`config.mk`:
```
export PLATFORM = sky130hd
export DESIGN_NAME = fetch_pair_buffer
export DESIGN_NICKNAME = d
export VERILOG_FILES = /design/src/hw/fetch_pkg.sv /design/src/hw/fetch_pair_buffer.sv
export SDC_FILE = /design/constraint.sdc
export NUM_CORES = 1
export LEC_CHECK = 0
export BUFFER_PORTS_ARGS = -buffer_cell sky130_fd_sc_hd__buf_2
export CORE_MARGIN = 8
export CORE_UTILIZATION = 50
export CTS_CLUSTER_DIAMETER = 40
export DETAILED_ROUTE_END_ITERATION = 7
export PLACE_DENSITY = 0.75
export SYNTH_ARGS = -nofsm -noshare
export SYNTH_HDL_FRONTEND = slang
export SYNTH_SLANG_ARGS = --single-unit
```
`constraint.sdc`:
```
create_clock -name clk -period 4 [get_ports clk]
set_input_delay 0.4 -clock clk [delete_from_list [all_inputs] [get_ports clk]]
set_output_delay 0.4 -clock clk [all_outputs]
set_load 0.05 [all_outputs]
```
`src/hw/fetch_pkg.sv`:
```
// fetch buffer shared definitions
// widths, opcodes, reset pc and the fetched word layout for the
// two-lane barrel fetch buffer
package fetch_pkg;

	// ========================================================================
	// widths and sizes
	// ========================================================================
	parameter int INSN_W           = 36;	// instruction word
	parameter int ADDR_W           = 32;	// program counter
	parameter int NUM_LANES        = 2;	// fetch lanes
	parameter int THREADS_PER_LANE = 16;	// threads per lane
	parameter int TID_W            = 5;	// lane bit + 4-bit index
	parameter int TABLE_AW         = 12;	// decompression table index
	parameter int BUS_AW           = 15;	// byte address on table bus

	// ========================================================================
	// reset and stepping
	// ========================================================================
	parameter logic [ADDR_W-1:0] RST_PC = 32'hFFFC0100;	// boot vector
	parameter int INSN_BYTES = 4;	// pc step per fetch

	// ========================================================================
	// opcodes
	// ========================================================================
	parameter logic [6:0] OP_CMP_A = 7'h10;	// compressed, first form
	parameter logic [6:0] OP_CMP_B = 7'h68;	// compressed, second form
	parameter logic [6:0] OP_EXEC  = 7'h3F;	// take word from code buffer

	// normal view of a fetched word
	typedef struct packed {
		logic [28:0] body;	// everything above the opcode
		logic [6:0]  opcode;	// major opcode
	} fetch_full_t;

	// compressed view, the table index is {index_hi, index_lo}
	typedef struct packed {
		logic [17:0] unused;	// ignored for compressed words
		logic [10:0] index_lo;	// bits 17:7
		logic        index_hi;	// bit 6
		logic [5:0]  low;	// low opcode bits
	} fetch_cmp_t;

	// one fetched word, decoded either way
	typedef union packed {
		fetch_full_t full;
		fetch_cmp_t  cmp;
	} fetch_word_u;

endpackage

```
`src/hw/fetch_pair_buffer.sv`:
```
// fetch pair buffer
// double buffered instruction pairs AB and CD; lane 0 lands in the
// first slot of a pair, lane 1 in the second, and the head pair is
// shown to issue as two in-order slots
`timescale 1ns/1ps

module fetch_pair_buffer
	import fetch_pkg::*;
(
	input  logic                 clk,
	input  logic                 rst,
	// lane side
	input  logic [NUM_LANES-1:0] valid_i,
	input  logic [INSN_W-1:0]    instr_i [NUM_LANES],
	input  logic [ADDR_W-1:0]    pc_i [NUM_LANES],
	input  logic [TID_W-1:0]     tid_i [NUM_LANES],
	input  logic [NUM_LANES-1:0] dc_i,
	output logic                 fill_ready_o,	// shared by both lanes
	// issue side
	input  logic [1:0]           take_i,	// in-order slot accept
	output logic [1:0]           slot_valid_o,
	output logic [INSN_W-1:0]    slot_instr_o [2],
	output logic [ADDR_W-1:0]    slot_pc_o [2],
	output logic [TID_W-1:0]     slot_tid_o [2],
	output logic [1:0]           slot_dc_o
);

	// ========================================================================
	// entries, index {pair, slot}: A=0 B=1 C=2 D=3
	// ========================================================================
	logic [3:0]        ent_v;	// entry valid
	logic [INSN_W-1:0] ent_instr [4];
	logic [ADDR_W-1:0] ent_pc [4];
	logic [TID_W-1:0]  ent_tid [4];
	logic [3:0]        ent_dc;
	logic              head;	// 0 = AB at the head, 1 = CD

	logic [1:0] head_v;	// valids of the head pair
	logic [1:0] other_v;	// valids of the back pair
	logic       fill_sel;	// pair taking the next transfer
	logic [1:0] clr;	// head slots consumed this cycle
	logic [1:0] head_left;	// head slots still valid after takes
	logic       drained;	// head pair emptied by takes

	assign head_v  = head ? ent_v[3:2] : ent_v[1:0];
	assign other_v = head ? ent_v[1:0] : ent_v[3:2];

	// registered valids only, so no path from take_i
	assign fill_ready_o = (head_v == 2'b00) | (other_v == 2'b00);
	assign fill_sel     = (head_v == 2'b00) ? head : ~head;	// head first

	// ========================================================================
	// takes, first valid slot then second
	// ========================================================================
	always_comb
	begin
		clr = 2'b00;
		if (take_i[0])
		begin
			if (head_v[0])
				clr[0] = 1'b1;
			else
				clr[1] = head_v[1];	// only B/D present
		end
		if (take_i[1])
			clr[1] = head_v[1];	// second of two
	end

	assign head_left = head_v & ~clr;
	assign drained   = (head_v != 2'b00) && (head_left == 2'b00);

	// ========================================================================
	// control state
	// ========================================================================
	always_ff @(posedge clk)
	begin
		if (rst)
		begin
			ent_v <= 4'b0000;
			head  <= 1'b0;
		end
		else
		begin
			ent_v[{head, 1'b0}] <= head_left[0];
			ent_v[{head, 1'b1}] <= head_left[1];
			if (fill_ready_o)
			begin
				for (int l = 0; l < NUM_LANES; l++)
				begin
					if (valid_i[l])
						ent_v[{fill_sel, l[0]}] <= 1'b1;	// lane picks slot
				end
			end
			if (drained)
				head <= ~head;	// flip to the other pair
		end
	end

	// ========================================================================
	// payload
	// ========================================================================
	always_ff @(posedge clk)
	begin
		for (int l = 0; l < NUM_LANES; l++)
		begin
			if (fill_ready_o & valid_i[l])
			begin
				ent_instr[{fill_sel, l[0]}] <= instr_i[l];
				ent_pc[{fill_sel, l[0]}]    <= pc_i[l];
				ent_tid[{fill_sel, l[0]}]   <= tid_i[l];
				ent_dc[{fill_sel, l[0]}]    <= dc_i[l];
			end
		end
	end

	// head pair onto the issue slots
	for (genvar s = 0; s < 2; s++)
	begin : g_slot
		assign slot_valid_o[s] = head_v[s];
		assign slot_instr_o[s] = ent_instr[{head, 1'(s)}];
		assign slot_pc_o[s]    = ent_pc[{head, 1'(s)}];
		assign slot_tid_o[s]   = ent_tid[{head, 1'(s)}];
		assign slot_dc_o[s]    = ent_dc[{head, 1'(s)}];
	end

endmodule

```
==> flow_summary.ini <==
[place]
portBuffers = 304
dp.cells = 1076
dpl_cell_area_um2 = 12900
place.gp.congestion = 0.816
dp_hpwl_um = 17100

[global_route]
grt_pass1_wl_um = 36000
grt_pass1_vias = 6419
gr-total-overflow = 0
antenna_found_initial = 7
grt.total_usage = 0.177
grt_max_degree = 75

[floorplanning]
die_x_um = 164
pin_count = 305
start_util = 0.507
row_count = 54
die_area_um2 = 27000
fp.coreArea_um2 = 21700
die_h_um = 164

[yosys]
syn-cell-area_um2 = 11000
synth.distinct_cells = 23
synth_fa_ha_area_frac = 0
synth_compound_area_frac = 0.00797
synth-edff-count = 296
synthCells = 503
async_flop_share = 0
synth_xor_area_frac = 0
yosys_warnings = 0
synth_seq_cells = 302
synthSimpleGateAreaFrac = 0.00638
synth_mux_area_frac = 0.156
yosysTopAreaCell = edfxtp_1
synth-main-ff-cell = edfxtp_1
syn_nets = 657
avgSynthCellArea_um2 = 21.8
yosysMostFrequentCell = edfxtp_1
ys_seq_area_frac = 0.820
synthTopCellsByCount = edfxtp_1, mux2_1, buf_2
synth.area.top_cells = edfxtp_1, mux2_1, dfxtp_1
synth_top_area_frac = 0.809
synth_top_family_by_area = multiplexers

[worst_setup_path]
cp_max_fo = 38
cpLargestDelayFamily = buffers and inverters
cp.depth = 3
crit_path_start_kind = register
slowest_stage = dfxtp_4
critPathArrivalTime_ns = 2.35
crit_path_max_incr_delay_ns = 0.68
critical_path_class = register to primary output
cp_cell_sequence = buf_4, mux2_1, buf_2
critPathCaptureType = primary output
crit_buf_inv = 2
cp_data_required_time_ns = 3.60
r2r_cells = 5

[clock_tree]
clk_latency_ns = 0.51
cts_hold_buf = 0
cts_max_level = 2
cts_setup_buffers = 0
cts_tree = done
cts_max_path_buffers = 3
numCtsBuffers = 39
path_clk_slew_ns = 0.06
cts_sinks = 302
root_buffer = clkbuf_16
cts.repair.resized = 0

[min_path]
hold_path_class = primary input to register
holdPathStages = 1

[routing]
first_pass_iters = 5
drtIter0Drc = 308
drtAntennaViolNets = 0
routedWlPerCell_um = 21.3
drc = 0
drt-vias-per-instance = 5.01
wirelength_um = 24600
vias = 5769

[cells_and_area]
area_growth_pct = 29.6
final_cell_count_no_fill = 1151
fill_cells = 1496
nets = 991
drive_gt1_frac = 0.440
final_cell_area_um2 = 14200
post-route-util = 0.657

[run]
maxCapViolCount = 0

[sta]
period_share = 0.689
maxSlewHeadroom = 0.313
maxSlewViolCount = 0
finalHoldViolCount = 0
layout_min_cycle_time_ns = 2.75
finalSetupViolations = 0
fin_tns_setup_ns = 0
fmax_mhz = 363
tightest_slew_ns = 1.03
grt_setup_unrepaired = no
skew_ns = 0.0175

[power_and_ir_drop]
fin_total_pwr_w = 0.0112
p_leak_nw = 5.42
power.density_nw_per_um2 = 784
peakVddDrop_uv = 569

[run_status]
outcome = finished, final reports clean
layout make-up:
class / count / area [um2] / area share
Antenna cell: 7 / 17.5 / 0.00123
Multi-Input combinational cell: 179 / 1880 / 0.132
Clock buffer: 48 / 1070 / 0.0753
Inverter: 5 / 18.8 / 0.00132
Tap cell: 280 / 350 / 0.0246
Timing Repair Buffer: 310 / 1600 / 0.113
Clock inverter: 20 / 288 / 0.0202
Sequential cell: 302 / 9010 / 0.633
where the power goes:
group	switching [W]	internal, W	total [W]
sequential	0.000184	0.00414	0.00433
combinational	0.00250	0.000754	0.00326
clock	0.00123	0.00235	0.00358
total	0.00391	0.00725	0.0112
state kept, by name, indices dropped and copies added (netlist names), named ones only:
| signal | flops |
|---|---|
| ent_instr | 144 |
| ent_pc | 128 |
| ent_tid | 20 |
| head | 1 |
| ent_dc | 4 |
| ent_v | 4 |
per-layer routing:
metal / global-route usage / up-vias / share of wire
met3: 0.0519 / 55 / 0.071
met5: 0 / - / 0.00049
li1: - / 2678 / -
met1: 0.183 / 2818 / 0.36
met2: 0.321 / 216 / 0.54
met4: 0.0888 / 2 / 0.030
worst reg2reg max path: stages (launching register included):
cell	delay, ns
dfxtp_1	0.39
nor2_1	0.09
a211oi_1	0.35
nand2_1	0.15
inv_2	0.62
buf_12	0.38
per-stage QoR:
stage / setup slack [ns] / hold slack (ns)
finish: 1.25 / 0.0769
global route: 1.13 / 0.0558
CTS: 1.21 / 0.0501
detailed placement: 1.67 / 0.532
global placement: 1.75 / 0.525
floorplan: 1.09 / 0.469
cell usage in the layout (no fill, tap or decap), drive strengths merged:
master and n:
and3 2, a22oi 2, clkinvlp 1, dfxtp 6, inv 6, mux2i 1, o22ai 1, edfxtp 296
and2 2, a21oi 3, o31ai 1, a211oi 1, clkinv 11, buf 310, nor2 5, o21ai 3
diode 7, o211ai 1, and2b 1, bufinv 7, o31a 1, nor2b 1, clkbuf 48, mux2 151
nand2 3
kinds of logic after synthesis:
logic type | Yosys count
AOI/OAI and AO/OA | 13
and+or+nand+nor | 14
muxes | 152
buffers and inverters | 22
DFF | 302
worst paths after layout:
kind / startpoint / end / slack, ns
worst max-delay path: register / slot_instr_o[22] / 1.25
worst min register to register: ent_v[1]$_SDFF_PP0_ / ent_v[1]$_SDFF_PP0_ / 0.55
worst min-delay path: instr_i[24] / ent_instr[3][24]$_DFFE_PP_ / 0.08
worst max register to register: ent_v[2]$_SDFF_PP0_ / ent_pc[1][15]$_DFFE_PP_ / 1.69
(Power assumes the default switching activity.)
