$ cat config.mk
export PLATFORM = sky130hd
export DESIGN_NAME = thread_fetch_lane
export DESIGN_NICKNAME = d
export VERILOG_FILES = /design/src/hw/fetch_pkg.sv /design/src/hw/thread_fetch_lane.sv
export SDC_FILE = /design/constraint.sdc
export NUM_CORES = 1
export LEC_CHECK = 0
export BUFFER_PORTS_ARGS = -buffer_cell sky130_fd_sc_hd__buf_2
export CAP_MARGIN = 15
export CORE_ASPECT_RATIO = 0.8
export CORE_MARGIN = 8
export CORE_UTILIZATION = 60
export CTS_CLUSTER_DIAMETER = 60
export DETAILED_ROUTE_END_ITERATION = 8
export PLACE_DENSITY = 0.81
export SYNTH_ARGS = -nofsm -noshare
export SYNTH_HDL_FRONTEND = slang
export SYNTH_SLANG_ARGS = --single-unit
$ cat constraint.sdc
create_clock -name clk -period 4.2 [get_ports clk]
set_input_delay 0 -clock clk [delete_from_list [all_inputs] [get_ports clk]]
set_output_delay 0 -clock clk [all_outputs]
set_load 0.005 [all_outputs]
$ cat src/hw/fetch_pkg.sv
// fetch buffer shared definitions
// widths, opcodes, reset pc and the fetched word layout for the
// two-lane barrel fetch buffer
package fetch_pkg;

	// ========================================================================
	// widths and sizes
	// ========================================================================
	parameter int INSN_W           = 36;	// instruction word
	parameter int ADDR_W           = 32;	// program counter
	parameter int NUM_LANES        = 2;	// fetch lanes
	parameter int THREADS_PER_LANE = 16;	// threads per lane
	parameter int TID_W            = 5;	// lane bit + 4-bit index
	parameter int TABLE_AW         = 12;	// decompression table index
	parameter int BUS_AW           = 15;	// byte address on table bus

	// ========================================================================
	// reset and stepping
	// ========================================================================
	parameter logic [ADDR_W-1:0] RST_PC = 32'hFFFC0100;	// boot vector
	parameter int INSN_BYTES = 4;	// pc step per fetch

	// ========================================================================
	// opcodes
	// ========================================================================
	parameter logic [6:0] OP_CMP_A = 7'h10;	// compressed, first form
	parameter logic [6:0] OP_CMP_B = 7'h68;	// compressed, second form
	parameter logic [6:0] OP_EXEC  = 7'h3F;	// take word from code buffer

	// normal view of a fetched word
	typedef struct packed {
		logic [28:0] body;	// everything above the opcode
		logic [6:0]  opcode;	// major opcode
	} fetch_full_t;

	// compressed view, the table index is {index_hi, index_lo}
	typedef struct packed {
		logic [17:0] unused;	// ignored for compressed words
		logic [10:0] index_lo;	// bits 17:7
		logic        index_hi;	// bit 6
		logic [5:0]  low;	// low opcode bits
	} fetch_cmp_t;

	// one fetched word, decoded either way
	typedef union packed {
		fetch_full_t full;
		fetch_cmp_t  cmp;
	} fetch_word_u;

endpackage

$ cat src/hw/thread_fetch_lane.sv
// thread fetch lane
// rotates through its threads, keeps a pc per thread and picks the
// instruction to hand on: raw word, table expansion or code buffer
`timescale 1ns/1ps

module thread_fetch_lane
	import fetch_pkg::*;
#(
	parameter int THREADS_PER_LANE = fetch_pkg::THREADS_PER_LANE,
	parameter int TABLE_AW         = fetch_pkg::TABLE_AW
)
(
	input  logic                        clk,
	input  logic                        rst,
	input  logic                        lane_id_i,	// top bit of tid
	// cache side
	output logic [ADDR_W-1:0]           pc_o,	// current thread pc
	input  logic [INSN_W-1:0]           insn_i,	// fetched word
	input  logic                        phit_i,	// cache hit
	input  logic [INSN_W-1:0]           codebuf_i,	// exec replacement
	input  logic [THREADS_PER_LANE-1:0] irq_hold_i,	// per thread hold
	// table side
	output logic [TABLE_AW-1:0]         table_idx_o,	// compressed index
	input  logic [INSN_W-1:0]           table_data_i,	// expanded word
	// pair store side
	input  logic                        fill_ready_i,
	output logic                        valid_o,
	output logic [INSN_W-1:0]           instr_o,
	output logic [ADDR_W-1:0]           ipc_o,
	output logic [TID_W-1:0]            tid_o,
	output logic                        dc_o	// came from the table
);

	localparam int IDX_W = (THREADS_PER_LANE > 1) ? $clog2(THREADS_PER_LANE) : 1;
	localparam logic [IDX_W-1:0] LAST_IDX = IDX_W'(THREADS_PER_LANE - 1);

	// ========================================================================
	// thread rotation and pc table
	// ========================================================================
	logic [IDX_W-1:0]  thr_idx;	// thread being fetched
	logic [ADDR_W-1:0] pc_tbl [THREADS_PER_LANE];	// one pc per thread
	logic              xfer;	// word accepted by the pair store
	logic              advance;	// step pc and thread

	assign pc_o    = pc_tbl[thr_idx];
	assign xfer    = phit_i & fill_ready_i;
	assign advance = xfer & ~irq_hold_i[thr_idx];	// held thread stays put

	always_ff @(posedge clk)
	begin
		if (rst)
		begin
			for (int i = 0; i < THREADS_PER_LANE; i++)
				pc_tbl[i] <= RST_PC;	// all threads boot together
			thr_idx <= '0;
		end
		else if (advance)
		begin
			pc_tbl[thr_idx] <= pc_o + ADDR_W'(INSN_BYTES);	// sequential
			if (thr_idx == LAST_IDX)
				thr_idx <= '0;	// wrap
			else
				thr_idx <= thr_idx + 1'b1;
		end
	end

	// ========================================================================
	// instruction select
	// ========================================================================
	fetch_word_u word;	// fetched word, both views
	logic        is_cmp;	// compressed opcode
	logic        is_exec;	// exec opcode

	assign word    = insn_i;
	assign is_cmp  = (word.full.opcode == OP_CMP_A) || (word.full.opcode == OP_CMP_B);
	assign is_exec = (word.full.opcode == OP_EXEC);

	// table index is the hi bit above the lo field
	assign table_idx_o = TABLE_AW'({word.cmp.index_hi, word.cmp.index_lo});

	always_comb
	begin
		if (is_exec)
			instr_o = codebuf_i;	// exec wins
		else if (is_cmp)
			instr_o = table_data_i;	// expanded form
		else
			instr_o = insn_i;	// plain
	end

	assign dc_o    = is_cmp;
	assign valid_o = phit_i;	// offer every hit
	assign ipc_o   = pc_o;
	assign tid_o   = TID_W'({lane_id_i, thr_idx});	// lane bit on top

endmodule

==> flow_summary_export.csv, run 1 <==
group,metric,value,unit
floorplan,start_util,61.0,%
logic_synthesis,synth_cells,1848,
logic_synthesis,syn_area_per_cell,13.5,µm²
floorplan,ioPinCount,248,
detailed_routing,drt_first_pass_iters,6,
sta,finalSetupTns,0,ns
setup_path,worstSetupEndpointType,"flop",
clocking,cts.path.max_buffers,3,
sta,slew_violations,0,
sta,hold_violations,0,
setup_path,critPathMaxFanout,43,
clocking,insertion_delay,0.58,ns
grt,grt_pass1_vias,17400,
placed_design,dp_cells,2568,
floorplan,die_w,244,µm
sta,fmax,248,MHz
finish,stdcell_count,2664,
setup_path,startpoint_type,"flop",
detailed_routing,viasPerCell,6.49,
grt,antenna_found_initial,3,
clocking,clock-root-buffer,"clkbuf_16",
sta,rsz0062_at_grt,"false",
run,maxCapViolCount,0,
detailed_routing,drt-initial-drc-count,2445,
finish,final_area,28300,µm²
finish,nets,2212,
setup_path,critPathMostFrequentCell,"buf_4",
logic_synthesis,synth_flop_cell,"edfxtp_1",
finish,syn2layout_area_growth,13.8,%
clocking,clkTransAtPathRegs,0.07,ns
setup_path,arrival,4.32,ns
finish,layout-drive-gt1-share,29.2,%
setup_path,cpPeakStageDelay,0.77,ns
sta,setup-violations-final,0,
finish,layout_common_cells,"edfxtp_1, nand2_1, nor2_1",
logic_synthesis,synth_edf_count,512,
clocking,cts_tree,"done",
finish,final_common_cell,"edfxtp_1",
detailed_routing,post-route-drc-count,0,
power,ir_drop,0.254,mV
floorplan,die_area,48300,µm²
logic_synthesis,synth_seq_cells,520,
logic_synthesis,synthDistinctLibCells,74,
setup_path,path_cells,"buf_4 -> buf_4 -> mux4_1 -> mux2_2 -> nand4_1 -> o31ai_2 -> buf_4 -> nand4_4 -> buf_4 -> nor4b_4 -> xnor2_2 -> nand2_1",
setup_path,crit_type,"reg -> reg",
clocking,cts_sinks,520,
status,outcome,"finished clean",
detailed_routing,wl_per_cell,28.0,µm
sta,finalClockSkew,0.0264,ns
logic_synthesis,ys_async_sr_fraction,0,%
floorplan,core,40800,µm²
logic_synthesis,yosys_warnings,0,
clocking,htreeDepth,2,
logic_synthesis,synthesis.area,24900,µm²
worst_hold_path,holdPathStages,0,
grt,track_usage,30.1,%
placed_design,finalWeightedCongestion,0.941,
sta,tightestPinTransition,0.983,ns
floorplan,die_h,198,µm
grt,grt_first_pass_wirelength,108,mm
sta,period_needed,4.03,ns
power,p_leak,9.20,nW
sta,slew_headroom,34.4,%
sta,fin_crit_sh,96.0,%
grt,grt_max_degree,44,
logic_synthesis,ys_seq_area_share,62.4,%
placed_design,dp_hpwl,47.6,mm
setup_path,slowest_stage,"dfxtp_4",
finish,fillers,2624,
detailed_routing,drt-total-wl,74.6,mm
grt,grt-ovfl-total,0,
clocking,cts_buffers,50,
setup_path,crit_required,4.49,ns
placed_design,dpl_cell_area,26800,µm²
worst_hold_path,hold_class,"in -> out",
detailed_routing,final_antenna_net_count,0,
logic_synthesis,syn_nets,1982,
setup_path,reg2regPathDepth,12,
floorplan,num_rows,66,
placed_design,numPortBuffers,245,
detailed_routing,vias,17300,
power,power_density,385,nW/µm²
[final cells by class]
type	count	area [µm²]	area share [%]
clock buffers	65	1330	4.69
multi-input cells	1131	8190	28.9
well taps	544	681	2.40
repair buffers	360	2330	8.23
flip-flops and latches	520	15500	54.8
diodes	3	7.51	0.0265
inverters	15	56.3	0.199
clock inverters	26	201	0.711
[worst max-delay path, delay by kind of cell (launching register included)]
family | cells | cell delay (ns)
compound gates | 1 | 0.07
mux | 2 | 0.63
flops | 1 | 0.77
xor+xnor | 1 | 0.72
simple gates | 4 | 0.44
buf+inv | 4 | 1.04
[power breakdown]
group	internal, mW	total, mW	leakage (nW)	switching [mW]
clock	2.41	4.31	0.754	1.90
combinational	0.291	0.789	3.94	0.498
sequential	5.77	5.81	4.51	0.0406
total	8.48	10.9	9.20	2.44
[layer usage]
metal / global-route usage (%) / wire length [µm]
met5: 0 / 0
met4: 11.2 / 2770
met3: 10.3 / 11600
met2: 47.5 / 34700
met1: 38.6 / 25500
[flip-flops by register name (all words and copies together) (netlist names), named ones only]
register  flops
thr_idx       4
pc_tbl      512
[cells by family after synthesis]
| group | count (synthesis) | synth area share, % |
|---|---|---|
| AOI/OAI and AO/OA | 103 | 3.01 |
| xor gates and xnor gates | 28 | 1.35 |
| adders and majority gates | 5 | 0.251 |
| buffers and inverters | 197 | 4.97 |
| DFF | 520 | 62.4 |
| muxes | 178 | 13.6 |
| and+or+nand+nor | 817 | 14.4 |
[synthesized netlist by cell type (15+ instances only)]
cell,count,area share [%]
a31oi_1,32,0.80
mux4_1,20,2.1
nand2b_1,27,0.68
a21oi_1,17,0.34
buf_2,15,0.30
mux2i_1,47,1.9
nand2_1,357,5.4
buf_6,20,0.90
edfxtp_1,512,62
mux4_2,101,9.1
nor2_1,327,4.9
clkbuf_1,76,1.1
buf_4,56,1.7
and3_1,16,0.40
[per-stage QoR]
stage	hold slack, ns	setup slack (ns)	util (%)	power [mW]
after floorplan	0.0808	0.493	-	6.35
after global placement	0.0000346	0.361	65.6	6.67
after detailed placement	0.0000346	0.235	65.6	6.69
after CTS	0.0000346	0.210	69.4	10.9
after global routing	0.0000470	0.0131	69.5	11.1
final	0.00000889	0.168	69.5	10.9
[path summary, 6_finish.rpt]
path              startpoint        endpoint  slack, ns
setup / recovery        flop  pc_tbl[15][21]       0.17
hold / removal     lane_id_i        tid_o[4]   0.000009
setup reg to reg        flop  pc_tbl[15][21]       0.17
hold reg to reg   thr_idx[3]      thr_idx[3]       0.66
[what timing repair did]
item                                    in CTS  in global routing
setup buffers                                0                  0
hold buffers                                 1                  0
gates resized for setup                      0                  1
hold endpoints to repair                     8                  0
endpoints found under the setup margin       0                  2
(Power assumes the default switching activity.)
==> run 2, diff against run 1 <==
Clock period 4.2 ns to 4.89 ns, I/O delays scaled along.
==> flow_summary_export.csv, run 2 (synthesis gave the netlist of run 1 again) <==
group,metric,value,unit
placed_design,numPortBuffers,245,
placed_design,dp_hpwl,47.4,mm
clocking,cts_buffers,50,
setup_path,arrival,4.67,ns
setup_path,crit_type,"reg -> reg",
detailed_routing,viasPerCell,6.56,
finish,final_area,28200,µm²
sta,slew_headroom,21.3,%
setup_path,startpoint_type,"flop",
detailed_routing,final_antenna_net_count,0,
power,seqPwrFrac,51.9,%
worst_hold_path,holdPathEnd,"tid_o[4]",
clocking,cts_resized,0,
floorplan,num_rows,66,
finish,syn2layout_area_growth,13.2,%
grt,grt-ovfl-total,0,
grt,track_usage,30.2,%
setup_path,crit_required,5.17,ns
setup_path,slowest_stage,"buf_4",
detailed_routing,wl_per_cell,28.6,µm
grt,grt_first_pass_wirelength,109,mm
worst_hold_path,holdPathStages,0,
grt,grt_pass1_vias,17400,
power,ir_drop,0.271,mV
power,p_int,7.53,mW
finish,finalCoreUtilization,69.1,%
grt,grt_max_degree,46,
finish,nets,2191,
setup_path,rrSetupSlack,0.50,ns
setup_path,r2r-end,"pc_tbl[7][29]",
finish,fillers,2630,
clocking,cts_sinks,520,
finish,regMostFlops,"pc_tbl",
clocking,cts.path.max_buffers,3,
power,p_switching,2.11,mW
clocking,clkTransAtPathRegs,0.06,ns
power,fin_total_pwr,9.63,mW
sta,hold_violations,0,
sta,timing.hold.ws,0.00000889,ns
sta,setup-violations-final,0,
clocking,htreeDepth,2,
finish,top_regs,"pc_tbl x512, thr_idx x4",
floorplan,start_util,61.0,%
clocking,cts_tree,"done",
power,swShare,21.9,%
worst_hold_path,hold_class,"in -> out",
finish,largest_register_ffs,512,
status,outcome,"finished clean",
finish,final_common_cell,"edfxtp_1",
sta,fin_crit_sh,89.7,%
setup_path,path_cells,"buf_4 -> mux2i_1 -> a221oi_1 -> nor2_1 -> o21ai_2 -> nand4_4 -> nor4_4 -> xnor2_2 -> nand2_1",
floorplan,die_area,48300,µm²
power,clkPwrFrac,41.3,%
worst_hold_path,hp-start,"lane_id_i",
sta,period_needed,4.39,ns
setup_path,path_delay_family,"simple AND/OR/NAND/NOR gates",
power,p_leak,9.10,nW
sta,rsz0062_at_grt,"false",
setup_path,critPathMaxFanout,33,
clocking,insertion_delay,0.59,ns
detailed_routing,vias,17300,
run,maxCapViolCount,0,
setup_path,reg2regPathDepth,9,
finish,layout-drive-gt1-share,28.7,%
placed_design,finalWeightedCongestion,0.926,
setup_path,cpPeakStageDelay,0.64,ns
floorplan,ioPinCount,248,
clocking,clock-root-buffer,"clkbuf_16",
sta,fmax,228,MHz
power,power_density,342,nW/µm²
setup_path,worstSetupEndpointType,"flop",
floorplan,core,40800,µm²
detailed_routing,drt-initial-drc-count,2989,
setup_path,path_buf_inv,1,
floorplan,die_w,244,µm
sta,finalSetupTns,0,ns
detailed_routing,post-route-drc-count,0,
placed_design,dpl_cell_area,26500,µm²
sta,tightestPinTransition,1.18,ns
power,power_frac_comb,6.8,%
finish,layout_common_cells,"edfxtp_1, nand2_1, nor2_1",
floorplan,die_h,198,µm
detailed_routing,drt_first_pass_iters,6,
detailed_routing,drt-total-wl,75.5,mm
sta,finalClockSkew,0.0250,ns
grt,antenna_found_initial,4,
sta,slew_violations,0,
## run 2: changes by cell type in the layout (fill, tap and decap cells not counted), moves of 2 or more
cell / change
buf_4: -10
nor2_1: -3
clkbuf_16: +2
nor2_2: +3
clkbuf_1: -3
bufinv_16: +4
buf_12: -10
clkinv_2: -6
## run 2: cell type report
| class | instances | area [µm²] | share of cell area, % |
|---|---|---|---|
| clock buffer | 64 | 1370 | 4.85 |
| clock inverter | 23 | 285 | 1.01 |
| tap | 544 | 681 | 2.42 |
| multi-input combinational | 1131 | 8190 | 29.1 |
| sequential | 520 | 15500 | 55.2 |
| timing repair buffer | 339 | 2050 | 7.26 |
| inverter | 15 | 56.3 | 0.200 |
| antenna | 4 | 10.0 | 0.0355 |
## run 2: power groups by stage
stage / Clock (mW) / Sequential [mW] / Combinational, mW
floorplan: 0 / 5.07 / 0.377
global placement: 0 / 5.08 / 0.622
detailed placement: 0 / 5.09 / 0.633
CTS: 3.97 / 4.99 / 0.639
global route: 4.14 / 5.00 / 0.683
finish: 3.98 / 5.00 / 0.655
## run 2: metal layers
layer	track usage, %	share of wire (%)	routed length (µm)
met1	39.4	34	25300
met2	47.9	47	35300
met3	9.20	16	12000
met4	11.2	3.9	2910
met5	0	0.016	12
## run 2: worst reg2reg max path, stage by stage (launching register included)
cell,delay (ns)
dfxtp_4,0.63
buf_4,0.65
mux2i_1,0.21
a221oi_1,0.53
nor2_1,0.12
o21ai_2,0.48
nand4_4,0.46
nor4_4,0.50
xnor2_2,0.35
nand2_1,0.15
## run 2: worst max-delay path by stage
stage,start,end,slack (ns),cells after the start
final,flop,pc_tbl[7][29],0.50,9
after global routing,flop,pc_tbl[4][31],0.34,9
after CTS,flop,pc_tbl[9][18],0.53,9
after detailed placement,flop,pc_tbl[5][18],0.63,9
after global placement,flop,pc_tbl[4][31],0.70,10
after floorplan,thr_idx[0],pc_tbl[12][0],1.18,9
## run 2: repair_timing
action / in CTS / in global routing
setup buffers: 0 / 0
endpoints found under the setup margin: 0 / 0
hold buffers: 1 / 0
endpoints found under the hold margin: 8 / 0
## run 2: per-stage QoR
| stage | worst slack, ns | std cells |
|---|---|---|
| final | 0.503 | 2640 |
| after global routing | 0.337 | 2639 |
| after CTS | 0.527 | 2629 |
| after detailed placement | 0.632 | 2541 |
| after global placement | 0.703 | 2541 |
| after floorplan | 1.18 | 1848 |
